==> src/mipsPkg.sv <==
package mipsPkg;

	localparam int dataWidth = 32;
	localparam int regAddrWidth = 5;
	localparam int regCount = 32;

	typedef logic [dataWidth-1:0] word_t;
	typedef logic [regAddrWidth-1:0] regAddr_t;
	typedef logic [dataWidth-1:0] instr_t;

	localparam word_t resetPc = 32'h0;

	// primary opcodes
	localparam logic [5:0] opSpecial = 6'h00;
	localparam logic [5:0] opJ = 6'h02;
	localparam logic [5:0] opBeq = 6'h04;
	localparam logic [5:0] opBne = 6'h05;
	localparam logic [5:0] opAddiu = 6'h09;
	localparam logic [5:0] opSlti = 6'h0a;
	localparam logic [5:0] opAndi = 6'h0c;
	localparam logic [5:0] opOri = 6'h0d;
	localparam logic [5:0] opXori = 6'h0e;
	localparam logic [5:0] opLui = 6'h0f;
	localparam logic [5:0] opLw = 6'h23;
	localparam logic [5:0] opSw = 6'h2b;

	// special funct codes
	localparam logic [5:0] fnSll = 6'h00;
	localparam logic [5:0] fnSrl = 6'h02;
	localparam logic [5:0] fnAddu = 6'h21;
	localparam logic [5:0] fnSubu = 6'h23;
	localparam logic [5:0] fnAnd = 6'h24;
	localparam logic [5:0] fnOr = 6'h25;
	localparam logic [5:0] fnXor = 6'h26;
	localparam logic [5:0] fnNor = 6'h27;
	localparam logic [5:0] fnSlt = 6'h2a;
	localparam logic [5:0] fnSltu = 6'h2b;

	// operand source selects for EX
	localparam logic [1:0] fwdRf = 2'd0;
	localparam logic [1:0] fwdMem = 2'd1;
	localparam logic [1:0] fwdWb = 2'd2;

	typedef enum logic [3:0] {
		aluAdd,
		aluSub,
		aluAnd,
		aluOr,
		aluXor,
		aluNor,
		aluSlt,
		aluSltu,
		aluSll,
		aluSrl,
		aluLui
	} aluOp_t;

	typedef enum logic {alu, mem} wbSel_t;

	typedef enum logic [1:0] {seq, branch, jump} nextPc_t;

	typedef struct packed {
		word_t pc;
		aluOp_t aluOp;
		logic useImm;
		logic [4:0] shamt;
		word_t rsData;
		word_t rtData;
		regAddr_t rs;
		regAddr_t rt;
		regAddr_t dest;
		word_t imm;
		logic regWe;
		logic memRd;
		logic memWe;
		wbSel_t wbSel;
	} idEx_t;

	typedef struct packed {
		word_t pc;
		word_t aluResult;
		word_t storeData;
		regAddr_t dest;
		logic regWe;
		logic memRd;
		logic memWe;
		wbSel_t wbSel;
	} exMem_t;

	typedef struct packed {
		word_t pc;
		word_t result;
		regAddr_t dest;
		logic regWe;
	} memWb_t;

	typedef struct packed {
		word_t pc;
		logic rfWe;
		regAddr_t rfNum;
		word_t rfData;
	} debugWb_t;

endpackage

==> src/mipsFetch.sv <==
`timescale 1ns/100ps

module mipsFetch (
	input  logic            clk,
	input  logic            rst,
	input  logic            stall,
	input  mipsPkg::word_t  nextPc,
	input  mipsPkg::instr_t instr,
	output mipsPkg::word_t  pc,
	output mipsPkg::word_t  idPc,
	output mipsPkg::instr_t idInstr
);

	// sll r0,r0,0
	localparam mipsPkg::instr_t nopInstr = '0;

	always_ff @(posedge clk) begin
		if (rst) begin
			pc <= mipsPkg::resetPc;
		end else if (!stall) begin
			pc <= nextPc;
		end
	end

	// IF/ID, holds while decode is interlocked
	always_ff @(posedge clk) begin
		if (rst) begin
			idPc <= mipsPkg::resetPc;
			idInstr <= nopInstr;
		end else if (!stall) begin
			idPc <= pc;
			idInstr <= instr;
		end
	end

endmodule

==> src/mipsRegFile.sv <==
`timescale 1ns/100ps

module mipsRegFile (
	input  logic              clk,
	input  logic              rst,
	input  mipsPkg::regAddr_t rs,
	input  mipsPkg::regAddr_t rt,
	input  mipsPkg::regAddr_t wrAddr,
	input  mipsPkg::word_t    wrData,
	input  logic              wrEn,
	output mipsPkg::word_t    rsData,
	output mipsPkg::word_t    rtData
);

	mipsPkg::word_t regs [mipsPkg::regCount];

	always_ff @(posedge clk) begin
		if (rst) begin
			for (int i = 0; i < mipsPkg::regCount; i++) begin
				regs[i] <= '0;
			end
		end else if (wrEn && wrAddr != '0) begin
			regs[wrAddr] <= wrData;
		end
	end

	// WB write seen by ID in the same cycle
	assign rsData = (rs == '0) ? '0 : (wrEn && wrAddr == rs) ? wrData : regs[rs];
	assign rtData = (rt == '0) ? '0 : (wrEn && wrAddr == rt) ? wrData : regs[rt];

endmodule

==> src/mipsDecode.sv <==
`timescale 1ns/100ps

module mipsDecode (
	input  logic            clk,
	input  logic            rst,
	input  logic            stall,
	input  mipsPkg::word_t  pc,
	input  mipsPkg::word_t  idPc,
	input  mipsPkg::instr_t idInstr,
	input  mipsPkg::word_t  rsData,
	input  mipsPkg::word_t  rtData,
	input  mipsPkg::word_t  memFwd,
	input  logic            fwdBrA,
	input  logic            fwdBrB,
	output mipsPkg::word_t  nextPc,
	output mipsPkg::idEx_t  idEx,
	output logic            usesRs,
	output logic            usesRt,
	output logic            isBranch
);

	logic [5:0] opcode;
	logic [5:0] funct;
	logic [15:0] imm16;
	mipsPkg::regAddr_t rs;
	mipsPkg::regAddr_t rt;
	mipsPkg::regAddr_t rd;
	mipsPkg::word_t immExt;
	mipsPkg::word_t cmpA;
	mipsPkg::word_t cmpB;
	mipsPkg::nextPc_t pcSel;
	mipsPkg::idEx_t dec;
	logic zeroExt;
	logic destRd;
	logic writes;

	assign opcode = idInstr[31:26];
	assign rs = idInstr[25:21];
	assign rt = idInstr[20:16];
	assign rd = idInstr[15:11];
	assign funct = idInstr[5:0];
	assign imm16 = idInstr[15:0];

	// logical ops and lui take the immediate unsigned
	assign zeroExt = opcode inside {mipsPkg::opAndi, mipsPkg::opOri, mipsPkg::opXori,
		mipsPkg::opLui};
	assign immExt = zeroExt ? {16'h0, imm16} : {{16{imm16[15]}}, imm16};

	assign cmpA = fwdBrA ? memFwd : rsData;
	assign cmpB = fwdBrB ? memFwd : rtData;

	always_comb begin
		dec = '0;
		dec.pc = idPc;
		dec.shamt = idInstr[10:6];
		dec.rsData = rsData;
		dec.rtData = rtData;
		dec.rs = rs;
		dec.rt = rt;
		dec.imm = immExt;
		usesRs = 1'b0;
		usesRt = 1'b0;
		isBranch = 1'b0;
		writes = 1'b0;
		destRd = 1'b0;
		pcSel = mipsPkg::seq;
		case (opcode)
			mipsPkg::opSpecial: begin
				destRd = 1'b1;
				writes = 1'b1;
				usesRs = 1'b1;
				usesRt = 1'b1;
				case (funct)
					mipsPkg::fnAddu: dec.aluOp = mipsPkg::aluAdd;
					mipsPkg::fnSubu: dec.aluOp = mipsPkg::aluSub;
					mipsPkg::fnAnd: dec.aluOp = mipsPkg::aluAnd;
					mipsPkg::fnOr: dec.aluOp = mipsPkg::aluOr;
					mipsPkg::fnXor: dec.aluOp = mipsPkg::aluXor;
					mipsPkg::fnNor: dec.aluOp = mipsPkg::aluNor;
					mipsPkg::fnSlt: dec.aluOp = mipsPkg::aluSlt;
					mipsPkg::fnSltu: dec.aluOp = mipsPkg::aluSltu;
					mipsPkg::fnSll: begin
						dec.aluOp = mipsPkg::aluSll;
						usesRs = 1'b0;
					end
					mipsPkg::fnSrl: begin
						dec.aluOp = mipsPkg::aluSrl;
						usesRs = 1'b0;
					end
					default: begin
						writes = 1'b0;
						usesRs = 1'b0;
						usesRt = 1'b0;
					end
				endcase
			end
			mipsPkg::opAddiu, mipsPkg::opSlti, mipsPkg::opAndi, mipsPkg::opOri,
			mipsPkg::opXori: begin
				writes = 1'b1;
				usesRs = 1'b1;
				dec.useImm = 1'b1;
				case (opcode)
					mipsPkg::opSlti: dec.aluOp = mipsPkg::aluSlt;
					mipsPkg::opAndi: dec.aluOp = mipsPkg::aluAnd;
					mipsPkg::opOri: dec.aluOp = mipsPkg::aluOr;
					mipsPkg::opXori: dec.aluOp = mipsPkg::aluXor;
					default: dec.aluOp = mipsPkg::aluAdd;
				endcase
			end
			mipsPkg::opLui: begin
				writes = 1'b1;
				dec.useImm = 1'b1;
				dec.aluOp = mipsPkg::aluLui;
			end
			mipsPkg::opLw: begin
				writes = 1'b1;
				usesRs = 1'b1;
				dec.useImm = 1'b1;
				dec.memRd = 1'b1;
				dec.wbSel = mipsPkg::mem;
			end
			mipsPkg::opSw: begin
				usesRs = 1'b1;
				usesRt = 1'b1;
				dec.useImm = 1'b1;
				dec.memWe = 1'b1;
			end
			mipsPkg::opBeq, mipsPkg::opBne: begin
				usesRs = 1'b1;
				usesRt = 1'b1;
				isBranch = 1'b1;
				if ((cmpA == cmpB) == (opcode == mipsPkg::opBeq))
					pcSel = mipsPkg::branch;
			end
			mipsPkg::opJ: pcSel = mipsPkg::jump;
			default: ;
		endcase
		dec.dest = destRd ? rd : rt;
		dec.regWe = writes && (dec.dest != '0);
	end

	// pc already points at the delay slot
	always_comb begin
		case (pcSel)
			mipsPkg::branch: nextPc = pc + {immExt[29:0], 2'b00};
			mipsPkg::jump: nextPc = {pc[31:28], idInstr[25:0], 2'b00};
			default: nextPc = pc + 32'd4;
		endcase
	end

	always_ff @(posedge clk) begin
		if (rst || stall) begin
			idEx <= '0;
		end else begin
			idEx <= dec;
		end
	end

endmodule

==> src/mipsHazard.sv <==
`timescale 1ns/100ps

module mipsHazard (
	input  mipsPkg::regAddr_t idRs,
	input  mipsPkg::regAddr_t idRt,
	input  logic              usesRs,
	input  logic              usesRt,
	input  logic              isBranch,
	input  mipsPkg::idEx_t    idEx,
	input  mipsPkg::exMem_t   exMem,
	input  mipsPkg::memWb_t   memWb,
	output logic              stall,
	output logic [1:0]        fwdA,
	output logic [1:0]        fwdB,
	output logic              fwdBrA,
	output logic              fwdBrB
);

	logic exHit;
	logic memLoadHit;

	// youngest producer wins
	function automatic logic [1:0] exSource(
		input mipsPkg::regAddr_t src,
		input mipsPkg::exMem_t m,
		input mipsPkg::memWb_t w
	);
		if (src == '0)
			return mipsPkg::fwdRf;
		if (m.regWe && m.dest == src)
			return mipsPkg::fwdMem;
		if (w.regWe && w.dest == src)
			return mipsPkg::fwdWb;
		return mipsPkg::fwdRf;
	endfunction

	assign fwdA = exSource(idEx.rs, exMem, memWb);
	assign fwdB = exSource(idEx.rt, exMem, memWb);

	// load data in MEM is not taken by the comparator
	assign fwdBrA = exMem.regWe && !exMem.memRd && exMem.dest != '0 && exMem.dest == idRs;
	assign fwdBrB = exMem.regWe && !exMem.memRd && exMem.dest != '0 && exMem.dest == idRt;

	assign exHit = idEx.regWe && idEx.dest != '0
		&& ((usesRs && idEx.dest == idRs) || (usesRt && idEx.dest == idRt));
	assign memLoadHit = exMem.regWe && exMem.memRd && exMem.dest != '0
		&& ((usesRs && exMem.dest == idRs) || (usesRt && exMem.dest == idRt));

	assign stall = (idEx.memRd && exHit) || (isBranch && (exHit || memLoadHit));

endmodule

==> src/mipsExecute.sv <==
`timescale 1ns/100ps

module mipsExecute (
	input  logic            clk,
	input  logic            rst,
	input  mipsPkg::idEx_t  idEx,
	input  logic [1:0]      fwdA,
	input  logic [1:0]      fwdB,
	input  mipsPkg::word_t  memFwd,
	input  mipsPkg::word_t  wbFwd,
	output mipsPkg::exMem_t exMem
);

	mipsPkg::word_t opA;
	mipsPkg::word_t rtFwd;
	mipsPkg::word_t opB;
	mipsPkg::word_t aluResult;
	mipsPkg::exMem_t nextExMem;

	function automatic mipsPkg::word_t pickOperand(
		input logic [1:0] sel,
		input mipsPkg::word_t rfVal,
		input mipsPkg::word_t memVal,
		input mipsPkg::word_t wbVal
	);
		case (sel)
			mipsPkg::fwdMem: return memVal;
			mipsPkg::fwdWb: return wbVal;
			default: return rfVal;
		endcase
	endfunction

	assign opA = pickOperand(fwdA, idEx.rsData, memFwd, wbFwd);
	assign rtFwd = pickOperand(fwdB, idEx.rtData, memFwd, wbFwd);
	assign opB = idEx.useImm ? idEx.imm : rtFwd;

	always_comb begin
		case (idEx.aluOp)
			mipsPkg::aluAdd: aluResult = opA + opB;
			mipsPkg::aluSub: aluResult = opA - opB;
			mipsPkg::aluAnd: aluResult = opA & opB;
			mipsPkg::aluOr: aluResult = opA | opB;
			mipsPkg::aluXor: aluResult = opA ^ opB;
			mipsPkg::aluNor: aluResult = ~(opA | opB);
			mipsPkg::aluSlt: aluResult = mipsPkg::word_t'($signed(opA) < $signed(opB));
			mipsPkg::aluSltu: aluResult = mipsPkg::word_t'(opA < opB);
			// shifts act on rt
			mipsPkg::aluSll: aluResult = opB << idEx.shamt;
			mipsPkg::aluSrl: aluResult = opB >> idEx.shamt;
			mipsPkg::aluLui: aluResult = {opB[15:0], 16'h0};
			default: aluResult = '0;
		endcase
	end

	always_comb begin
		nextExMem.pc = idEx.pc;
		nextExMem.aluResult = aluResult;
		nextExMem.storeData = rtFwd;
		nextExMem.dest = idEx.regWe ? idEx.dest : '0;
		nextExMem.regWe = idEx.regWe;
		nextExMem.memRd = idEx.memRd;
		nextExMem.memWe = idEx.memWe;
		nextExMem.wbSel = idEx.wbSel;
	end

	always_ff @(posedge clk) begin
		if (rst) begin
			exMem <= '0;
		end else begin
			exMem <= nextExMem;
		end
	end

endmodule

==> src/mipsMemWb.sv <==
`timescale 1ns/100ps

module mipsMemWb (
	input  logic              clk,
	input  logic              rst,
	input  mipsPkg::exMem_t   exMem,
	input  mipsPkg::word_t    dataRdata,
	output mipsPkg::word_t    dataAddr,
	output mipsPkg::word_t    dataWdata,
	output logic              dataWe,
	output mipsPkg::word_t    memFwd,
	output mipsPkg::memWb_t   memWb,
	output mipsPkg::debugWb_t debugWb
);

	assign dataAddr = exMem.aluResult;
	assign dataWdata = exMem.storeData;
	assign dataWe = exMem.memWe;

	// read data is combinational, so loads resolve here
	assign memFwd = (exMem.wbSel == mipsPkg::mem) ? dataRdata : exMem.aluResult;

	always_ff @(posedge clk) begin
		if (rst) begin
			memWb <= '0;
		end else begin
			memWb.pc <= exMem.pc;
			memWb.result <= memFwd;
			memWb.dest <= exMem.dest;
			memWb.regWe <= exMem.regWe;
		end
	end

	assign debugWb.pc = memWb.pc;
	assign debugWb.rfWe = memWb.regWe;
	assign debugWb.rfNum = memWb.dest;
	assign debugWb.rfData = memWb.result;

endmodule

==> src/mipsCore.sv <==
`timescale 1ns/100ps

module mipsCore (
	input  logic              clk,
	input  logic              rst,
	output mipsPkg::word_t    instrAddr,
	input  mipsPkg::instr_t   instr,
	output mipsPkg::word_t    dataAddr,
	output mipsPkg::word_t    dataWdata,
	output logic              dataWe,
	input  mipsPkg::word_t    dataRdata,
	output mipsPkg::debugWb_t debugWb
);

	mipsPkg::word_t nextPc;
	mipsPkg::word_t idPc;
	mipsPkg::instr_t idInstr;
	mipsPkg::word_t rsData;
	mipsPkg::word_t rtData;
	mipsPkg::word_t memFwd;
	mipsPkg::idEx_t idEx;
	mipsPkg::exMem_t exMem;
	mipsPkg::memWb_t memWb;
	logic stall;
	logic usesRs;
	logic usesRt;
	logic isBranch;
	logic [1:0] fwdA;
	logic [1:0] fwdB;
	logic fwdBrA;
	logic fwdBrB;

	mipsFetch fetch_i (
		.clk(clk), .rst(rst), .stall(stall), .nextPc(nextPc), .instr(instr),
		.pc(instrAddr), .idPc(idPc), .idInstr(idInstr)
	);

	mipsRegFile regFile_i (
		.clk(clk), .rst(rst), .rs(idInstr[25:21]), .rt(idInstr[20:16]),
		.wrAddr(memWb.dest), .wrData(memWb.result), .wrEn(memWb.regWe),
		.rsData(rsData), .rtData(rtData)
	);

	mipsDecode decode_i (
		.clk(clk), .rst(rst), .stall(stall), .pc(instrAddr), .idPc(idPc), .idInstr(idInstr),
		.rsData(rsData), .rtData(rtData), .memFwd(memFwd), .fwdBrA(fwdBrA), .fwdBrB(fwdBrB),
		.nextPc(nextPc), .idEx(idEx), .usesRs(usesRs), .usesRt(usesRt), .isBranch(isBranch)
	);

	mipsHazard hazard_i (
		.idRs(idInstr[25:21]), .idRt(idInstr[20:16]), .usesRs(usesRs), .usesRt(usesRt),
		.isBranch(isBranch), .idEx(idEx), .exMem(exMem), .memWb(memWb),
		.stall(stall), .fwdA(fwdA), .fwdB(fwdB), .fwdBrA(fwdBrA), .fwdBrB(fwdBrB)
	);

	mipsExecute execute_i (
		.clk(clk), .rst(rst), .idEx(idEx), .fwdA(fwdA), .fwdB(fwdB),
		.memFwd(memFwd), .wbFwd(memWb.result), .exMem(exMem)
	);

	mipsMemWb memWb_i (
		.clk(clk), .rst(rst), .exMem(exMem), .dataRdata(dataRdata),
		.dataAddr(dataAddr), .dataWdata(dataWdata), .dataWe(dataWe),
		.memFwd(memFwd), .memWb(memWb), .debugWb(debugWb)
	);

endmodule

==> config.mk <==
export PLATFORM = sky130hd
export DESIGN_NAME = mipsCore
export DESIGN_NICKNAME = d
export VERILOG_FILES = /design/src/mipsPkg.sv /design/src/mipsFetch.sv /design/src/mipsRegFile.sv /design/src/mipsDecode.sv /design/src/mipsHazard.sv /design/src/mipsExecute.sv /design/src/mipsMemWb.sv /design/src/mipsCore.sv
export SDC_FILE = /design/constraint.sdc
export NUM_CORES = 2
export LEC_CHECK = 0
export ABC_AREA = 0
export BUFFER_PORTS_ARGS = -buffer_cell sky130_fd_sc_hd__buf_2
export CORE_ASPECT_RATIO = 0.9
export CORE_MARGIN = 2
export CORE_UTILIZATION = 26
export DETAILED_ROUTE_END_ITERATION = 6
export PLACE_DENSITY = 0.44
export SYNTH_ARGS = -nofsm -noshare
export SYNTH_HDL_FRONTEND = slang
export SYNTH_SLANG_ARGS = --single-unit
==> constraint.sdc <==
create_clock -name clk -period 18.9 [get_ports clk]
set_input_delay 0.945 -clock clk [delete_from_list [all_inputs] [get_ports clk]]
set_output_delay 0.945 -clock clk [all_outputs]
set_load 0.01 [all_outputs]
## Word level (Yosys, flattened, before mapping)

Memory sizes are Yosys's and may differ from the RTL's. A register that Yosys moved wholly into a read port is not among the register bits.
Index checks and enable logic that the tools add are counted.

| cells by class | value |
|---|---|
| shifts and indexed selects | 2 |
| equal/unequal tests | 48 |
| reductions and logical operators | 53 |
| bitwise logic cells | 7 |
| $lt $le $gt $ge | 2 |
| add/sub/neg operators | 4 |
| multiplexer cells | 65 |

Operator list:

| cell | number |
|---|---|
| one-hot mux 32 bit (11 select lines) | 1 |
| 2-to-1 mux 32 bit | 9 |
| one-hot mux 32 bit (2 select lines) | 3 |
| adder 32 bit | 2 |
| less-than comparator 32 bit | 2 |
| equality test 6 bit, second input constant | 10 |
| equality test 5 bit | 10 |
| equality test 6 x 4 -> 1 bit, second input constant | 6 |
| one-hot mux 4 bit (9 select lines) | 1 |
| adder 32 x 3 -> 32 bit, second input constant | 1 |
| AND 32 bit | 1 |
| equality test 32 bit | 1 |
| NOT 32 bit | 1 |
| bitwise OR 32 bit | 1 |
| OR reduction 32 bit | 1 |
| left shift 32 x 5 -> 32 bit | 1 |
| right shift 32 x 5 -> 32 bit | 1 |
| subtractor 32 bit | 1 |
| XOR 32 bit | 1 |
| 2-to-1 mux 30 bit | 1 |
| 2-to-1 mux 5 bit | 6 |
| 2-to-1 mux 1 bit | 26 |
| 2-to-1 mux 2 bit | 12 |
| logical AND 1 bit | 23 |
| 29 further kinds | 59 |

| storage, ports and cells | value |
|---|---|
| output and inout bits | 167 |
| memories | 1 |
| register bits after elaboration | 425 |
| RAM bits | 1024 |
| input bits | 66 |

Memories:

| name | depth | width | rd ports | clocked after Yosys merged registers in | write ports | line | text |
|---|---|---|---|---|---|---|---|
| regFile_i.regs | 32 | 32 | 2 | 2 | 32 | mipsRegFile.sv:15 | `mipsPkg::word_t regs [mipsPkg::regCount];` |

## Depth between registers and ports, before layout

| depth | value |
|---|---|
| depth in word-level cells | 15 |
| gate-level depth with buffers | 35 |
| mapped depth without buffers | 28 |

## Cells and area by module

From an unflattened synthesis, not the netlist that was laid out.

| second synthesis, totals | value |
|---|---|
| cell total of the unflattened synthesis | 7154 |
| area total of the unflattened synthesis | 83391.2 um2 |

Modules (own cells, without submodules):

| module | seq. area each (um2) | times used | area an instance (um2) | cells an instance |
|---|---|---|---|---|
| mipsRegFile | 30749.5 | 1 | 54721.2 | 3740 |
| mipsExecute | 2102.0 | 1 | 13999.7 | 1897 |
| mipsDecode | 2742.6 | 1 | 7189.4 | 810 |
| mipsFetch | 1921.8 | 1 | 3429.5 | 310 |
| mipsMemWb | 1401.3 | 1 | 3397.0 | 318 |
| mipsHazard | 0.0 | 1 | 654.4 | 79 |

## Worst setup path before layout

Ideal clock, no wire load.

| timing path | value |
|---|---|
| kind | register -> register |
| start point | register (tool-made name) |
| end point | register fetch_i.pc[31] |
| path slack | 12038 ps |
| arrival | 6739 ps |
| setup time | 123 ps |
| cell stages (with the launch flop) | 31 |
| path buffers | 3 |
| required time | 18777 ps |
| path through | dfxtp_1 > buf_6 > buf_12 > buf_12 > mux4_1 > mux4_2 > nand2_1 > nand3_1 > mux2i_1 > a2bb2oi_1 > xnor2_1 > o21ai_0 > or4_4 > nor4_4 > xor2_1 > and2_2 > and2_1 > ha_1 > a21o_1 > a21oi_1 > o21bai_1 > a21o_1 > a2111oi_0 > nor3_1 > a221o_1 > or3b_2 > a31oi_1 > a31o_2 > or3_1 > mux2i_1 > mux2_1 |

RTL lines:

| item | line | text |
|---|---|---|
| end signal: assignment | mipsFetch.sv:19 | `pc <= mipsPkg::resetPc;` |
| end signal: assignment | mipsFetch.sv:21 | `pc <= nextPc;` |
| end: declaration | mipsFetch.sv:9 | `output mipsPkg::word_t pc,` |

==> reports/metrics.yaml <==
outcome:
  status: "complete, but fails checks"
  violations: "max-capacitance violations"
sta:
  setup_viol: 0
  period_minus_slack_ns: 10.52
  finalCritPeriodShare_pct: 55.7
  tns_ns: 0
  slew_viol_final: 0
  relSlewSlack_pct: 0.143
  skew_ns: 0.116
  setup_ws_ns: 8.38
  tightest_slew_ns: 1.48
  hold_viol: 0
  rsz0062_at_grt: "no"
  max_freq_mhz: 95.0
critical_path:
  r2r_setup_slack_ns: 8.38
  path_common_cell: "a21oi_1"
  crit_slowest_cell: "nor2b_1"
  cp.arrival_ns: 11.25
  crit_fanout: 77
  worstSetupPathType: "register to register"
  max_stage_delay_ns: 0.96
  end_kind: "register"
  start_kind: "register"
  cp.required_ns: 19.62
synth:
  yosysSeqAreaShare_pct: 47.5
  async_flop_share_pct: 0
  synth.distinct_cells: 101
  netlist_area_um2: 82000
  yosys.area_share.xor_xnor_pct: 1.20
  yosysTopAreaCell: "edfxtp_1"
  synthMuxAreaShare_pct: 19.1
  synth_edf_count: 1024
  ys_warn_count: 0
  yosys.area_share.adder_pct: 2.13
  netlist_top_cells_count: "1058 x and2_1, 1024 x edfxtp_1, 467 x mux4_2, 458 x clkbuf_1, 456 x nor2_1"
  syn_area_per_cell_um2: 11.8
  synth-seq-cells: 1431
  synth_simple_gate_area_share_pct: 15.1
  ys.flop_type: "edfxtp_1"
  synth_top_family_by_area: "multiplexers"
  yosysTopAreaCellShare_pct: 37.5
  ys_top_cells_by_area: "edfxtp_1 38%, mux4_2 13%, dfxtp_1 9.9%"
  synthCells: 6958
  synth-compound-area-share_pct: 9.81
  yosysMostFrequentCell: "and2_1"
clock_tree:
  ctsResizeCount: 0
  clock_sinks: 1431
  numCtsBuffers: 173
  htreeDepth: 4
  cts.clk_slew.worst_paths_ns: 0.06
  cts_setup_buffers: 0
  cts-root-buf: "clkbuf_16"
  cts_tree: "yes"
  clk_latency_ns: 0.89
  cts_hold_buf: 0
  clock_path_buffers: 4
power:
  p_comb_share_pct: 16.9
  power_switching_share_pct: 30.2
  p_leak_nw: 33.5
  p_int_mw: 5.74
  finalPower_mw: 8.22
  peakVddDrop_v: 0.0000626
  powerDensity_nw_per_um2: 89.1
  seqPwrFrac_pct: 43.6
  switching_power_mw: 2.48
  clkPwrFrac_pct: 39.5
grt:
  grt_max_degree: 89
  grt_pass1_vias: 59827
  grt_overflow_total: 0
  antenna_found_initial: 67
  grt_pass1_wl_mm: 516
  grt_usage_pct: 23.1
routing:
  drtIter0Drc: 8608
  routedWlPerCell_um: 33.9
  drtPass1Iterations: 6
  drt_drc_violations_left: 0
  postRouteAntennaNets: 0
  vias_per_cell: 5.57
  via_count: 62411
  routed_wl_mm: 380
place:
  dpl.cell_count: 10881
  place.port_buffers: 228
  hpwl_mm: 242
  pre_cts_slack_ns: 8.42
  gp_congestion: 0.958
min_path:
  hold_class: "primary input to register"
  hp-start: "instr[31]"
finish:
  area_growth_pct: 12.6
  fin_nets: 7123
  drive_gt1_share_pct: 19.2
  fin_cells: 11210
  finish.utilization_pct: 29.4
die:
  die_y_um: 537
  die_w_um: 596
  initial_utilization_pct: 26.1
  row_count: 195
  ios: 233
  die_area_um2: 320000
  core_region_area_um2: 314000
run:
  drv_cap: 1
==> cell usage in the layout, fill, tap and decap left out, types with 74 or more instances in the layout <==
cell type	instances
a211oi_1	80
a21oi_1	254
a221oi_1	94
a22oi_1	90
and2_1	1058
buf_2	227
buf_4	226
clkbuf_16	177
dfxtp_1	389
edfxtp_1	1024
ha_1	134
inv_1	130
mux2i_1	418
mux4_2	467
nand2_1	282
nor2_1	419
nor2b_1	115
nor3_1	118
o21ai_0	206
xnor2_1	74
==> power groups by stage <==
stage | clock network, mW | registers, mW | logic, mW
final | 3.25 | 3.58 | 1.39
after global routing | 3.41 | 3.59 | 1.44
after CTS | 3.29 | 3.58 | 1.35
after detailed placement | 0 | 3.65 | 1.35
after global placement | 0 | 3.64 | 1.35
after floorplan | 0 | 3.59 | 0.813
==> worst paths after layout <==
kind                                       to  cells past startpoint
max reg2reg       fetch_i.pc[26]$_SDFFE_PP0N_                     30
max               fetch_i.pc[26]$_SDFFE_PP0N_                     30
min reg2reg    memWb_i.debugWb[44]$_SDFF_PP0_                      1
min          fetch_i.idInstr[31]$_SDFFE_PP0N_                      3
==> cells by family (layout without fill, tap and decap cells) <==
| group | Yosys count | count (layout) |
|---|---|---|
| xor+xnor | 112 | 112 |
| compound gates | 1179 | 1179 |
| other cells | 1 | 64 |
| mux | 951 | 951 |
| simple gates | 2301 | 2301 |
| buf+inv | 845 | 897 |
| flops | 1431 | 1431 |
| fa+ha+maj | 138 | 138 |
==> state kept, by name, summed over array words and instances, names as in the netlist, named ones only <==
signal           cells
regFile_i.regs    1024
fetch_i.idInstr     32
fetch_i.idPc        30
memWb_i.debugWb     68
execute_i.exMem    102
decode_i.idEx      135
fetch_i.pc          30
==> critical path: cells and delay by family, from the launching register on <==
kind / cells / cell delay (ns)
compound gates: 15 / 4.37
simple gates: 8 / 2.69
buf+inv: 2 / 1.11
flops: 1 / 0.87
fa+ha+maj: 2 / 0.65
xor+xnor: 3 / 0.45
==> through the flow <==
step | hold WS [ns] | instance area, um^2
floorplan | 0.414 | 82100
global placement | 0.418 | 87000
detailed placement | 0.422 | 87000
CTS | 0.275 | 92200
global route | 0.328 | 92200
finish | 0.339 | 92300
==> area by class of cell <==
| class | instances | area (um^2) |
|---|---|---|
| Timing Repair Buffer | 458 | 2930 |
| Tap cell | 4137 | 5180 |
| Fill cell | 31936 | 221000 |
| Inverter | 138 | 523 |
| Clock inverter | 80 | 571 |
| Sequential cell | 1431 | 38900 |
| Antenna cell | 28 | 70.1 |
| Multi-Input combinational cell | 4717 | 39400 |
| Clock buffer | 221 | 4680 |
==> metal layers <==
layer	vias to the layer above	share of wire, %	wire [um]	track usage (%)
li1	25694	-	-	-
met1	32317	44	165000	33.1
met2	3727	42	160000	33.8
met3	651	11	40600	5.61
met4	22	3.6	13800	7.72
met5	-	0.088	334	0
Power figures use the tool's default switching activity.
